--- src/common/led_matrix_config.svh ---
/*
 * panel geometry, brightness planes, serial bit rate and scan timing
 */
`ifndef LED_MATRIX_CONFIG_SVH
`define LED_MATRIX_CONFIG_SVH

// panel geometry
`define LM_WIDTH        16
`define LM_HEIGHT       8
`define LM_HALF_HEIGHT  4   // rows per scanned half

// two bits per channel, one plane per bit
`define LM_PLANES       2

// serial input, clk_root cycles per bit
`define LM_TICKS_PER_BIT 8

// clk_root cycles per scan tick
// must cover the 3 cycle fetch latency plus one
`define LM_SCAN_DIV     4

// output enable ticks for plane 0, doubled per plane
`define LM_SHOW_BASE    8

`endif

--- src/common/led_matrix_pkg.sv ---
/*
 * width typedefs and FSM state enums for the LED matrix driver
 */
`default_nettype none

package led_matrix_pkg;

    typedef logic [7:0] pixel_t;       // {unused, b[1:0], g[1:0], r[1:0]}
    typedef logic [3:0] col_addr_t;
    typedef logic [1:0] row_addr_t;    // row within one half
    typedef logic [6:0] fb_addr_t;     // full row * width + column
    typedef logic [2:0] rgb_t;         // red in bit 0
    typedef logic [1:0] plane_mask_t;

    typedef enum logic [2:0] {
        IDLE,
        ROW_INDEX,
        ROW_DATA,
        SET_BRIGHTNESS,
        SET_RGB
    } cmd_state_t;

    typedef enum logic [1:0] {
        SHIFT,
        LATCH,
        SHOW
    } scan_state_t;

endpackage

`default_nettype wire

--- src/control/command_decoder.sv ---
/*
 * serial command parser, frame buffer row writes and enable registers
 */
`timescale 1ns/1ps
`default_nettype none

`include "led_matrix_config.svh"

module command_decoder import led_matrix_pkg::*; (
    input  logic        clk_root,
    input  logic        arst_n,
    input  pixel_t      rx_byte,
    input  logic        rx_valid,
    output logic        fb_wr_en,
    output fb_addr_t    fb_wr_addr,
    output pixel_t      fb_wr_data,
    output rgb_t        rgb_enable,
    output plane_mask_t brightness_enable
);

    localparam pixel_t CMD_ROW        = 8'h4C;
    localparam pixel_t CMD_BRIGHTNESS = 8'h62;
    localparam pixel_t CMD_RGB        = 8'h63;

    localparam int ROW_W = $clog2(`LM_HEIGHT);

    cmd_state_t       state_q;
    logic [ROW_W-1:0] row_q;    // full panel row
    col_addr_t        col_q;
    logic             row_wr;

    assign row_wr = rx_valid && state_q == ROW_DATA;

    always_ff @(posedge clk_root or negedge arst_n) begin
        if (!arst_n) begin
            state_q           <= IDLE;
            row_q             <= '0;
            col_q             <= '0;
            fb_wr_en          <= 1'b0;
            rgb_enable        <= '1;
            brightness_enable <= '1;
        end else begin
            fb_wr_en <= row_wr;
            if (rx_valid) begin
                case (state_q)
                    IDLE: begin
                        col_q <= '0;
                        case (rx_byte)
                            CMD_ROW:        state_q <= ROW_INDEX;
                            CMD_BRIGHTNESS: state_q <= SET_BRIGHTNESS;
                            CMD_RGB:        state_q <= SET_RGB;
                            default:        state_q <= IDLE;   // stray byte
                        endcase
                    end
                    ROW_INDEX: begin
                        if (rx_byte < pixel_t'(`LM_HEIGHT)) begin
                            row_q   <= rx_byte[ROW_W-1:0];
                            state_q <= ROW_DATA;
                        end else begin
                            state_q <= IDLE;   // out of range, abandon
                        end
                    end
                    ROW_DATA: begin
                        col_q <= col_q + 1'b1;
                        if (col_q == col_addr_t'(`LM_WIDTH - 1)) begin
                            state_q <= IDLE;
                        end
                    end
                    SET_BRIGHTNESS: begin
                        brightness_enable <= rx_byte[1:0];
                        state_q           <= IDLE;
                    end
                    SET_RGB: begin
                        rgb_enable <= rx_byte[2:0];
                        state_q    <= IDLE;
                    end
                    default: state_q <= IDLE;
                endcase
            end
        end
    end

    // write lands the cycle after its byte
    always_ff @(posedge clk_root) begin
        if (row_wr) begin
            fb_wr_addr <= fb_addr_t'(row_q) * fb_addr_t'(`LM_WIDTH) + fb_addr_t'(col_q);
            fb_wr_data <= rx_byte;
        end
    end

endmodule

`default_nettype wire

--- src/logic/frame_buffer.sv ---
/*
 * single frame of pixel bytes, one write port and one registered read port
 */
`timescale 1ns/1ps
`default_nettype none

`include "led_matrix_config.svh"

module frame_buffer import led_matrix_pkg::*; (
    input  logic     clk_root,
    input  logic     wr_en,
    input  fb_addr_t wr_addr,
    input  pixel_t   wr_data,
    input  logic     rd_en,
    input  fb_addr_t rd_addr,
    output pixel_t   rd_data
);

    localparam int DEPTH = `LM_WIDTH * `LM_HEIGHT;

    pixel_t mem [DEPTH];

    always_ff @(posedge clk_root) begin
        if (wr_en) begin
            mem[wr_addr] <= wr_data;
        end
    end

    always_ff @(posedge clk_root) begin
        if (rd_en) begin
            rd_data <= mem[rd_addr];   // one cycle read latency
        end
    end

endmodule

`default_nettype wire

--- src/logic/led_matrix_top.sv ---
/*
 * LED matrix driver top, serial receiver, decoder, frame buffer, scan and fetch
 */
`timescale 1ns/1ps
`default_nettype none

module led_matrix_top import led_matrix_pkg::*; (
    input  logic      clk_root,
    input  logic      arst_n,
    input  logic      uart_rxd,
    output rgb_t      rgb_top,
    output rgb_t      rgb_bottom,
    output row_addr_t row_addr,
    output logic      clk_pixel,
    output logic      row_latch,
    output logic      oe_n
);

    pixel_t      rx_byte;
    logic        rx_valid;
    logic        fb_wr_en;
    fb_addr_t    fb_wr_addr;
    pixel_t      fb_wr_data;
    rgb_t        rgb_enable;
    plane_mask_t brightness_enable;
    logic        load_start;
    col_addr_t   load_col;
    row_addr_t   scan_row;
    plane_mask_t plane_mask;
    logic        fb_rd_en;
    fb_addr_t    fb_rd_addr;
    pixel_t      fb_rd_data;

    uart_rx uart_rx_i (
        .clk_root (clk_root),
        .arst_n   (arst_n),
        .rxd      (uart_rxd),
        .rx_byte  (rx_byte),
        .rx_valid (rx_valid)
    );

    command_decoder command_decoder_i (
        .clk_root          (clk_root),
        .arst_n            (arst_n),
        .rx_byte           (rx_byte),
        .rx_valid          (rx_valid),
        .fb_wr_en          (fb_wr_en),
        .fb_wr_addr        (fb_wr_addr),
        .fb_wr_data        (fb_wr_data),
        .rgb_enable        (rgb_enable),
        .brightness_enable (brightness_enable)
    );

    frame_buffer frame_buffer_i (
        .clk_root (clk_root),
        .wr_en    (fb_wr_en),
        .wr_addr  (fb_wr_addr),
        .wr_data  (fb_wr_data),
        .rd_en    (fb_rd_en),
        .rd_addr  (fb_rd_addr),
        .rd_data  (fb_rd_data)
    );

    matrix_scan matrix_scan_i (
        .clk_root   (clk_root),
        .arst_n     (arst_n),
        .load_start (load_start),
        .load_col   (load_col),
        .scan_row   (scan_row),
        .plane_mask (plane_mask),
        .clk_pixel  (clk_pixel),
        .row_latch  (row_latch),
        .oe_n       (oe_n),
        .row_addr   (row_addr)
    );

    pixel_fetch pixel_fetch_i (
        .clk_root          (clk_root),
        .arst_n            (arst_n),
        .load_start        (load_start),
        .load_col          (load_col),
        .scan_row          (scan_row),
        .plane_mask        (plane_mask),
        .rgb_enable        (rgb_enable),
        .brightness_enable (brightness_enable),
        .fb_rd_en          (fb_rd_en),
        .fb_rd_addr        (fb_rd_addr),
        .fb_rd_data        (fb_rd_data),
        .rgb_top           (rgb_top),
        .rgb_bottom        (rgb_bottom)
    );

endmodule

`default_nettype wire

--- src/logic/uart_rx.sv ---
/*
 * 8N1 serial receiver with a two flop input synchronizer
 */
`timescale 1ns/1ps
`default_nettype none

`include "led_matrix_config.svh"

module uart_rx import led_matrix_pkg::*; (
    input  logic   clk_root,
    input  logic   arst_n,
    input  logic   rxd,
    output pixel_t rx_byte,
    output logic   rx_valid
);

    localparam int TICK_W = $clog2(`LM_TICKS_PER_BIT);

    logic [1:0]        sync_q;
    logic              rxd_s;
    logic              busy_q;
    logic [TICK_W-1:0] tick_q;
    logic [3:0]        bit_q;    // 0 start, 1..8 data, 9 stop
    pixel_t            shift_q;

    assign rxd_s = sync_q[1];

    always_ff @(posedge clk_root or negedge arst_n) begin
        if (!arst_n) begin
            sync_q   <= 2'b11;   // line idles high
            busy_q   <= 1'b0;
            tick_q   <= '0;
            bit_q    <= '0;
            rx_valid <= 1'b0;
        end else begin
            sync_q   <= {sync_q[0], rxd};
            rx_valid <= 1'b0;
            if (!busy_q) begin
                if (!rxd_s) begin   // start edge, aim for mid bit
                    busy_q <= 1'b1;
                    tick_q <= TICK_W'(`LM_TICKS_PER_BIT / 2 - 1);
                    bit_q  <= '0;
                end
            end else if (tick_q != '0) begin
                tick_q <= tick_q - 1'b1;
            end else begin
                tick_q <= TICK_W'(`LM_TICKS_PER_BIT - 1);
                bit_q  <= bit_q + 1'b1;
                if (bit_q == 4'd0 && rxd_s) begin
                    busy_q <= 1'b0;             // glitch, not a start bit
                end else if (bit_q == 4'd9) begin
                    busy_q   <= 1'b0;
                    rx_valid <= rxd_s;          // framing error drops the byte
                end
            end
        end
    end

    // data path, lsb first
    always_ff @(posedge clk_root) begin
        if (busy_q && tick_q == '0) begin
            if (bit_q >= 4'd1 && bit_q <= 4'd8) begin
                shift_q <= {rxd_s, shift_q[7:1]};
            end
            if (bit_q == 4'd9) begin
                rx_byte <= shift_q;
            end
        end
    end

endmodule

`default_nettype wire

--- src/scan/matrix_scan.sv ---
/*
 * row and bit plane sequencer, pixel clock, latch, output enable, row address
 */
`timescale 1ns/1ps
`default_nettype none

`include "led_matrix_config.svh"

module matrix_scan import led_matrix_pkg::*; (
    input  logic        clk_root,
    input  logic        arst_n,
    output logic        load_start,
    output col_addr_t   load_col,
    output row_addr_t   scan_row,
    output plane_mask_t plane_mask,
    output logic        clk_pixel,
    output logic        row_latch,
    output logic        oe_n,
    output row_addr_t   row_addr
);

    localparam int DIV_W   = $clog2(`LM_SCAN_DIV);
    localparam int PLANE_W = $clog2(`LM_PLANES);
    localparam int SHOW_W  = $clog2(`LM_SHOW_BASE << (`LM_PLANES - 1)) + 1;

    logic [DIV_W-1:0]   div_q;
    logic               tick;
    scan_state_t        state_q;
    logic               phase_q;     // second tick of a column or latch
    col_addr_t          col_q;
    logic [PLANE_W-1:0] plane_q;
    logic [SHOW_W-1:0]  show_q;
    logic [SHOW_W-1:0]  show_len;

    assign tick       = div_q == DIV_W'(`LM_SCAN_DIV - 1);
    assign plane_mask = plane_mask_t'(1) << plane_q;
    assign show_len   = SHOW_W'(`LM_SHOW_BASE) << plane_q;

    always_ff @(posedge clk_root or negedge arst_n) begin
        if (!arst_n) begin
            div_q      <= '0;
            state_q    <= SHIFT;
            phase_q    <= 1'b0;
            col_q      <= '0;
            plane_q    <= '0;
            scan_row   <= '0;
            show_q     <= '0;
            load_start <= 1'b0;
            load_col   <= '0;
            clk_pixel  <= 1'b0;
            row_latch  <= 1'b0;
            oe_n       <= 1'b1;
            row_addr   <= '0;
        end else begin
            div_q      <= tick ? '0 : div_q + 1'b1;
            load_start <= 1'b0;
            row_latch  <= 1'b0;
            if (tick) begin
                case (state_q)
                    SHIFT: begin
                        phase_q <= ~phase_q;
                        if (!phase_q) begin
                            load_start <= 1'b1;      // fetch this column
                            load_col   <= col_q;
                            clk_pixel  <= 1'b0;
                        end else begin
                            clk_pixel <= 1'b1;       // shift it in
                            col_q     <= col_q + 1'b1;
                            if (col_q == col_addr_t'(`LM_WIDTH - 1)) begin
                                state_q <= LATCH;
                            end
                        end
                    end
                    LATCH: begin
                        phase_q <= ~phase_q;
                        if (!phase_q) begin
                            clk_pixel <= 1'b0;
                        end else begin
                            row_latch <= 1'b1;
                            row_addr  <= scan_row;
                            show_q    <= '0;
                            state_q   <= SHOW;
                        end
                    end
                    SHOW: begin
                        if (show_q == show_len) begin
                            oe_n    <= 1'b1;
                            col_q   <= '0;
                            state_q <= SHIFT;
                            if (plane_q == PLANE_W'(`LM_PLANES - 1)) begin
                                plane_q <= '0;
                                if (scan_row == row_addr_t'(`LM_HALF_HEIGHT - 1)) begin
                                    scan_row <= '0;
                                end else begin
                                    scan_row <= scan_row + 1'b1;
                                end
                            end else begin
                                plane_q <= plane_q + 1'b1;
                            end
                        end else begin
                            oe_n   <= 1'b0;   // plane weight 2^p ticks
                            show_q <= show_q + 1'b1;
                        end
                    end
                    default: state_q <= SHIFT;
                endcase
            end
        end
    end

endmodule

`default_nettype wire

--- src/scan/pixel_fetch.sv ---
/*
 * top and bottom pixel reads per column, plane bit select and enable masking
 */
`timescale 1ns/1ps
`default_nettype none

`include "led_matrix_config.svh"

module pixel_fetch import led_matrix_pkg::*; (
    input  logic        clk_root,
    input  logic        arst_n,
    input  logic        load_start,
    input  col_addr_t   load_col,
    input  row_addr_t   scan_row,
    input  plane_mask_t plane_mask,
    input  rgb_t        rgb_enable,
    input  plane_mask_t brightness_enable,
    output logic        fb_rd_en,
    output fb_addr_t    fb_rd_addr,
    input  pixel_t      fb_rd_data,
    output rgb_t        rgb_top,
    output rgb_t        rgb_bottom
);

    logic      pend1_q;   // bottom read issued, top byte arriving
    logic      pend2_q;   // bottom byte arriving
    col_addr_t col_q;
    row_addr_t row_q;
    pixel_t    top_q;
    fb_addr_t  top_addr;
    fb_addr_t  bottom_addr;

    // colour bit c of plane p is pixel bit 2c+p
    function automatic rgb_t split(input pixel_t px);
        rgb_t res;
        for (int c = 0; c < 3; c++) begin
            res[c] = |(px[2*c +: 2] & plane_mask & brightness_enable) & rgb_enable[c];
        end
        return res;
    endfunction

    assign top_addr    = fb_addr_t'(scan_row) * fb_addr_t'(`LM_WIDTH) + fb_addr_t'(load_col);
    assign bottom_addr = (fb_addr_t'(row_q) + fb_addr_t'(`LM_HALF_HEIGHT))
                         * fb_addr_t'(`LM_WIDTH) + fb_addr_t'(col_q);
    assign fb_rd_en    = load_start | pend1_q;
    assign fb_rd_addr  = load_start ? top_addr : bottom_addr;

    always_ff @(posedge clk_root or negedge arst_n) begin
        if (!arst_n) begin
            pend1_q    <= 1'b0;
            pend2_q    <= 1'b0;
            rgb_top    <= '0;
            rgb_bottom <= '0;
        end else begin
            pend1_q <= load_start;
            pend2_q <= pend1_q;
            if (pend2_q) begin   // both halves change together
                rgb_top    <= split(top_q);
                rgb_bottom <= split(fb_rd_data);
            end
        end
    end

    always_ff @(posedge clk_root) begin
        if (load_start) begin
            col_q <= load_col;
            row_q <= scan_row;
        end
        if (pend1_q) begin
            top_q <= fb_rd_data;
        end
    end

endmodule

`default_nettype wire
--- config.mk ---
export PLATFORM = sky130hd
export DESIGN_NAME = led_matrix_top
export DESIGN_NICKNAME = d
export VERILOG_FILES = /design/src/common/led_matrix_pkg.sv /design/src/control/command_decoder.sv /design/src/logic/frame_buffer.sv /design/src/logic/led_matrix_top.sv /design/src/logic/uart_rx.sv /design/src/scan/matrix_scan.sv /design/src/scan/pixel_fetch.sv
export VERILOG_INCLUDE_DIRS = /design/src /design/src/common
export SDC_FILE = /design/constraint.sdc
export NUM_CORES = 1
export LEC_CHECK = 0
export BUFFER_PORTS_ARGS = -buffer_cell sky130_fd_sc_hd__clkbuf_2
export CELL_PAD_IN_SITES_DETAIL_PLACEMENT = 0
export CELL_PAD_IN_SITES_GLOBAL_PLACEMENT = 1
export CORE_ASPECT_RATIO = 0.9
export CORE_MARGIN = 3
export CORE_UTILIZATION = 35
export CTS_BUF_LIST = sky130_fd_sc_hd__clkbuf_2
export CTS_CLUSTER_SIZE = 24
export DETAILED_ROUTE_END_ITERATION = 8
export PLACE_DENSITY = 0.53
export SETUP_SLACK_MARGIN = 0.3
export SLEW_MARGIN = 20
export SYNTH_ARGS = -nofsm -noshare
export SYNTH_HDL_FRONTEND = slang
export SYNTH_SLANG_ARGS = --single-unit
export TNS_END_PERCENT = 20
--- constraint.sdc ---
create_clock -name clk_root -period 7.6 [get_ports clk_root]
set_input_delay 1.14 -clock clk_root [delete_from_list [all_inputs] [get_ports clk_root]]
set_output_delay 1.14 -clock clk_root [all_outputs]
set_load 0.05 [all_outputs]
==> summary.md <==
| Metric | Value |
|---|---|
| Avg Cell Area, Syn | `14.0 um^2` |
| Leak pwr | `14.0 nW` |
| Critical path type | `reg -> reg` |
| Max Slew Vio Count | `0` |
| Max IR drop VDD | `171 uV` |
| Die X | `340 um` |
| GRT Resource Usage Total | `18.5%` |
| Num CTS Buffers | `218` |
| CTS max path bufs | `3` |
| CP cell instances | `mux2_8 -> buf_4 -> mux2i_1 -> o22ai_1 -> a22oi_1 -> nor2_1 -> nor4_1 -> a21oi_1` |
| Htree depth | `4` |
| Initial antenna violation count | `5` |
| Hold-critical path depth | `2` |
| Worst skew pair latency | `1.48 ns` |
| Top-count cell post-synth | `edfxtp_1` |
| Vias/cell | `5.16` |
| Post-CTS Setup Bufs | `0` |
| Die span in y | `307 um` |
| Core Box Area | `98900 um^2` |
| Root buffer cell | `clkbuf_2` |
| First-pass GRT wire length | `143 mm` |
| DRT iter0 DRCs | `1839` |
| Synthesized flop and latch total | `877` |
| Largest net degree at the start of global routing | `162` |
| Crit-path slowest cell | `dfrtp_2` |
| Worst Setup End Kind | `flop` |
| HPWL Detailed | `55.8 mm` |
| Number of global-route vias before repair | `21700` |
| Status | `completed` |
| Async S/R FF share, synth | `7.07%` |
| Design area | `38800 um^2` |
| Worst rel slew slack | `25.2%` |
| Crit path buf inv count | `1` |
| Yosys synthesis warning count | `0` |
| Initial Util | `35.5%` |
| Crit path launch type | `flop` |
| P&R area growth vs syn | `10.3%` |
| Sum Neg Setup Slack | `0 ns` |
| Synth top cells by count | `edfxtp_1 (815), nand2_1 (484), nand3_1 (189)` |
| Routed Antenna Nets | `0` |
| Cells after synthesis | `2504` |
| Placer Congestion | `0.803` |
| Worst R2R Path Depth | `8` |
| Final hold violations | `0` |
| RSZ-0062 raised after global routing | `false` |
| CTS tree | `done` |
| Total of max-cap violations | `0` |
| Initial DRT Pass Iterations | `6` |
| Synth area leader | `edfxtp_1` |
| Syn Nets | `2524` |
| WP depth | `8` |
| IO Pins | `14` |
| F_max | `227 MHz` |
| Total number of vias | `21400` |
| Slew of the pin with the lowest slew margin | `1.12 ns` |
| Worst Path Arrival | `5.62 ns` |
| Top delay family on crit path | `multiplexers` |
| Hold WC Path Type | `in -> reg` |
| Worst Path Max Fanout | `72` |
| Die Footprint | `104000 um^2` |
| FP Rows | `109` |
| Grt total ovfl | `0` |
| Layout cells sized above 1 | `16.0%` |
| CTS Sinks | `877` |
| WHS | `0.348 ns` |
| Routed wire per std cell | `23.1 um` |
| Syn Std Cell Area | `35100 um^2` |
| CP max stage delay | `0.84 ns` |
| Final #Nets | `2652` |
| EDFF count, synth | `815` |
| Yosys top cell area share | `69.7%` |
| Main area contributors after synthesis | `edfxtp_1 (70%), nand2_1 (5.2%), mux2i_1 (4.4%)` |
| Total Power Consumption | `8.56 mW` |
| Tmin final | `4.40 ns` |
| PD cells | `221 nW/um^2` |
| Final setup viols | `0` |
| Placed inst area | `36600 um^2` |
| Final period util | `57.9%` |
| # resized after CTS | `0` |
| Register-to-register setup slack | `3.20 ns` |
| Post-synthesis sequential area ratio | `74.1%` |
| Most used flip-flop cell after synthesis | `edfxtp_1` |
| Synth unique cells | `51` |
| Final wirelength | `95.8 mm` |
| Final Util | `39.2%` |
| Post-route DRC | `0` |
| Worst clock skew | `0.105 ns` |
| Critical Path RT | `8.81 ns` |
| I/O Buffers | `13` |
| CTS clk-pin slew, worst paths | `0.12 ns` |
## path summary, 6_finish.rpt
kind                                                       end                          startpoint
setup reg to reg           frame_buffer_i.rd_data[0]$_DFFE_PP_  matrix_scan_i.load_start$_DFF_PN0_
min in group asynchronous   matrix_scan_i.col_q[3]$_DFFE_PN0P_                              arst_n
hold / removal                   uart_rx_i.sync_q[0]$_DFF_PN1_                            uart_rxd
setup / recovery           frame_buffer_i.rd_data[0]$_DFFE_PP_  matrix_scan_i.load_start$_DFF_PN0_
hold reg to reg                  uart_rx_i.sync_q[1]$_DFF_PN1_       uart_rx_i.sync_q[0]$_DFF_PN1_
max in group asynchronous       uart_rx_i.bit_q[1]$_DFFE_PN0P_                              arst_n
## power by group
part	internal, mW	total [mW]	switching (mW)
clock network	1.31	3.23	1.92
logic	0.0383	0.0844	0.0461
registers	5.22	5.24	0.0227
## registers in the layout, summed over array words and instances, names as in the netlist, 3 cells and up
signal	flops
uart_rx_i.shift_q	8
frame_buffer_i.mem	768
uart_rx_i.bit_q	4
pixel_fetch_i.col_q	4
command_decoder_i.col_q	4
command_decoder_i.fb_wr_addr	7
matrix_scan_i.load_col	4
frame_buffer_i.rd_data	6
pixel_fetch_i.rgb_top	3
command_decoder_i.fb_wr_data	6
pixel_fetch_i.top_q	6
pixel_fetch_i.rgb_bottom	3
uart_rx_i.rx_byte	8
command_decoder_i.state_q	3
matrix_scan_i.show_q	5
matrix_scan_i.col_q	4
uart_rx_i.tick_q	3
command_decoder_i.row_q	3
command_decoder_i.rgb_enable	3
## final cells by class
type,count,area [um^2]
multi-input cells,1455,8430
fillers,9349,60100
flip-flops and latches,877,26000
well taps,1332,1670
repair buffers,52,433
clock inverters,74,455
diodes,9,22.5
inverters,28,105
clock buffers,320,1600
## kinds of logic after synthesis
family                   Yosys count  synth area share, %
adder cells (fa/ha/maj)           17                0.605
AND/OR/NAND/NOR                  931                 11.4
flip-flops                       877                 74.1
buffers and inverters            172                 2.25
AO/OA/AOI/OAI                    318                 5.91
XOR/XNOR                           4               0.0997
multiplexers                     185                 5.64
## metal layers
layer | global-route usage [%] | vias to the layer above | wire length [um]
met4 | 6.15 | 2 | 2220
met2 | 27.2 | 677 | 42200
met5 | 0 | - | 13
met1 | 26.9 | 10700 | 45300
li1 | - | 9840 | -
met3 | 4.36 | 166 | 5980
## cells in the final DEF (no fill, tap or decap), types with 17 or more instances in the layout
master,n
edfxtp_1,815
nand2_1,483
clkbuf_2,332
nand3_1,186
mux2i_1,152
nor2_1,135
a21oi_1,94
a31oi_1,53
dfrtp_1,53
clkinv_1,51
o221ai_1,50
nor3_1,37
o21ai_0,35
nor4_1,31
buf_4,31
inv_1,28
o22ai_1,28
mux2_2,19
nand4_1,17
ha_1,17
## metrics by stage
step / worst slack (ns) / instances
2_1_floorplan: 5.22 / 2504
3_3_place_gp: 3.13 / 3741
3_5_place_dp: 3.13 / 3742
4_1_cts: 3.16 / 4138
5_1_grt: 3.04 / 4147
6_report: 3.20 / 4147
## timing repair
action | 4_1_cts | 5_1_grt
endpoints found under the hold margin | 55 | 0
hold buffers | 2 | 0
endpoints found under the setup margin | 0 | 0
Power figures use the tool's default switching activity.
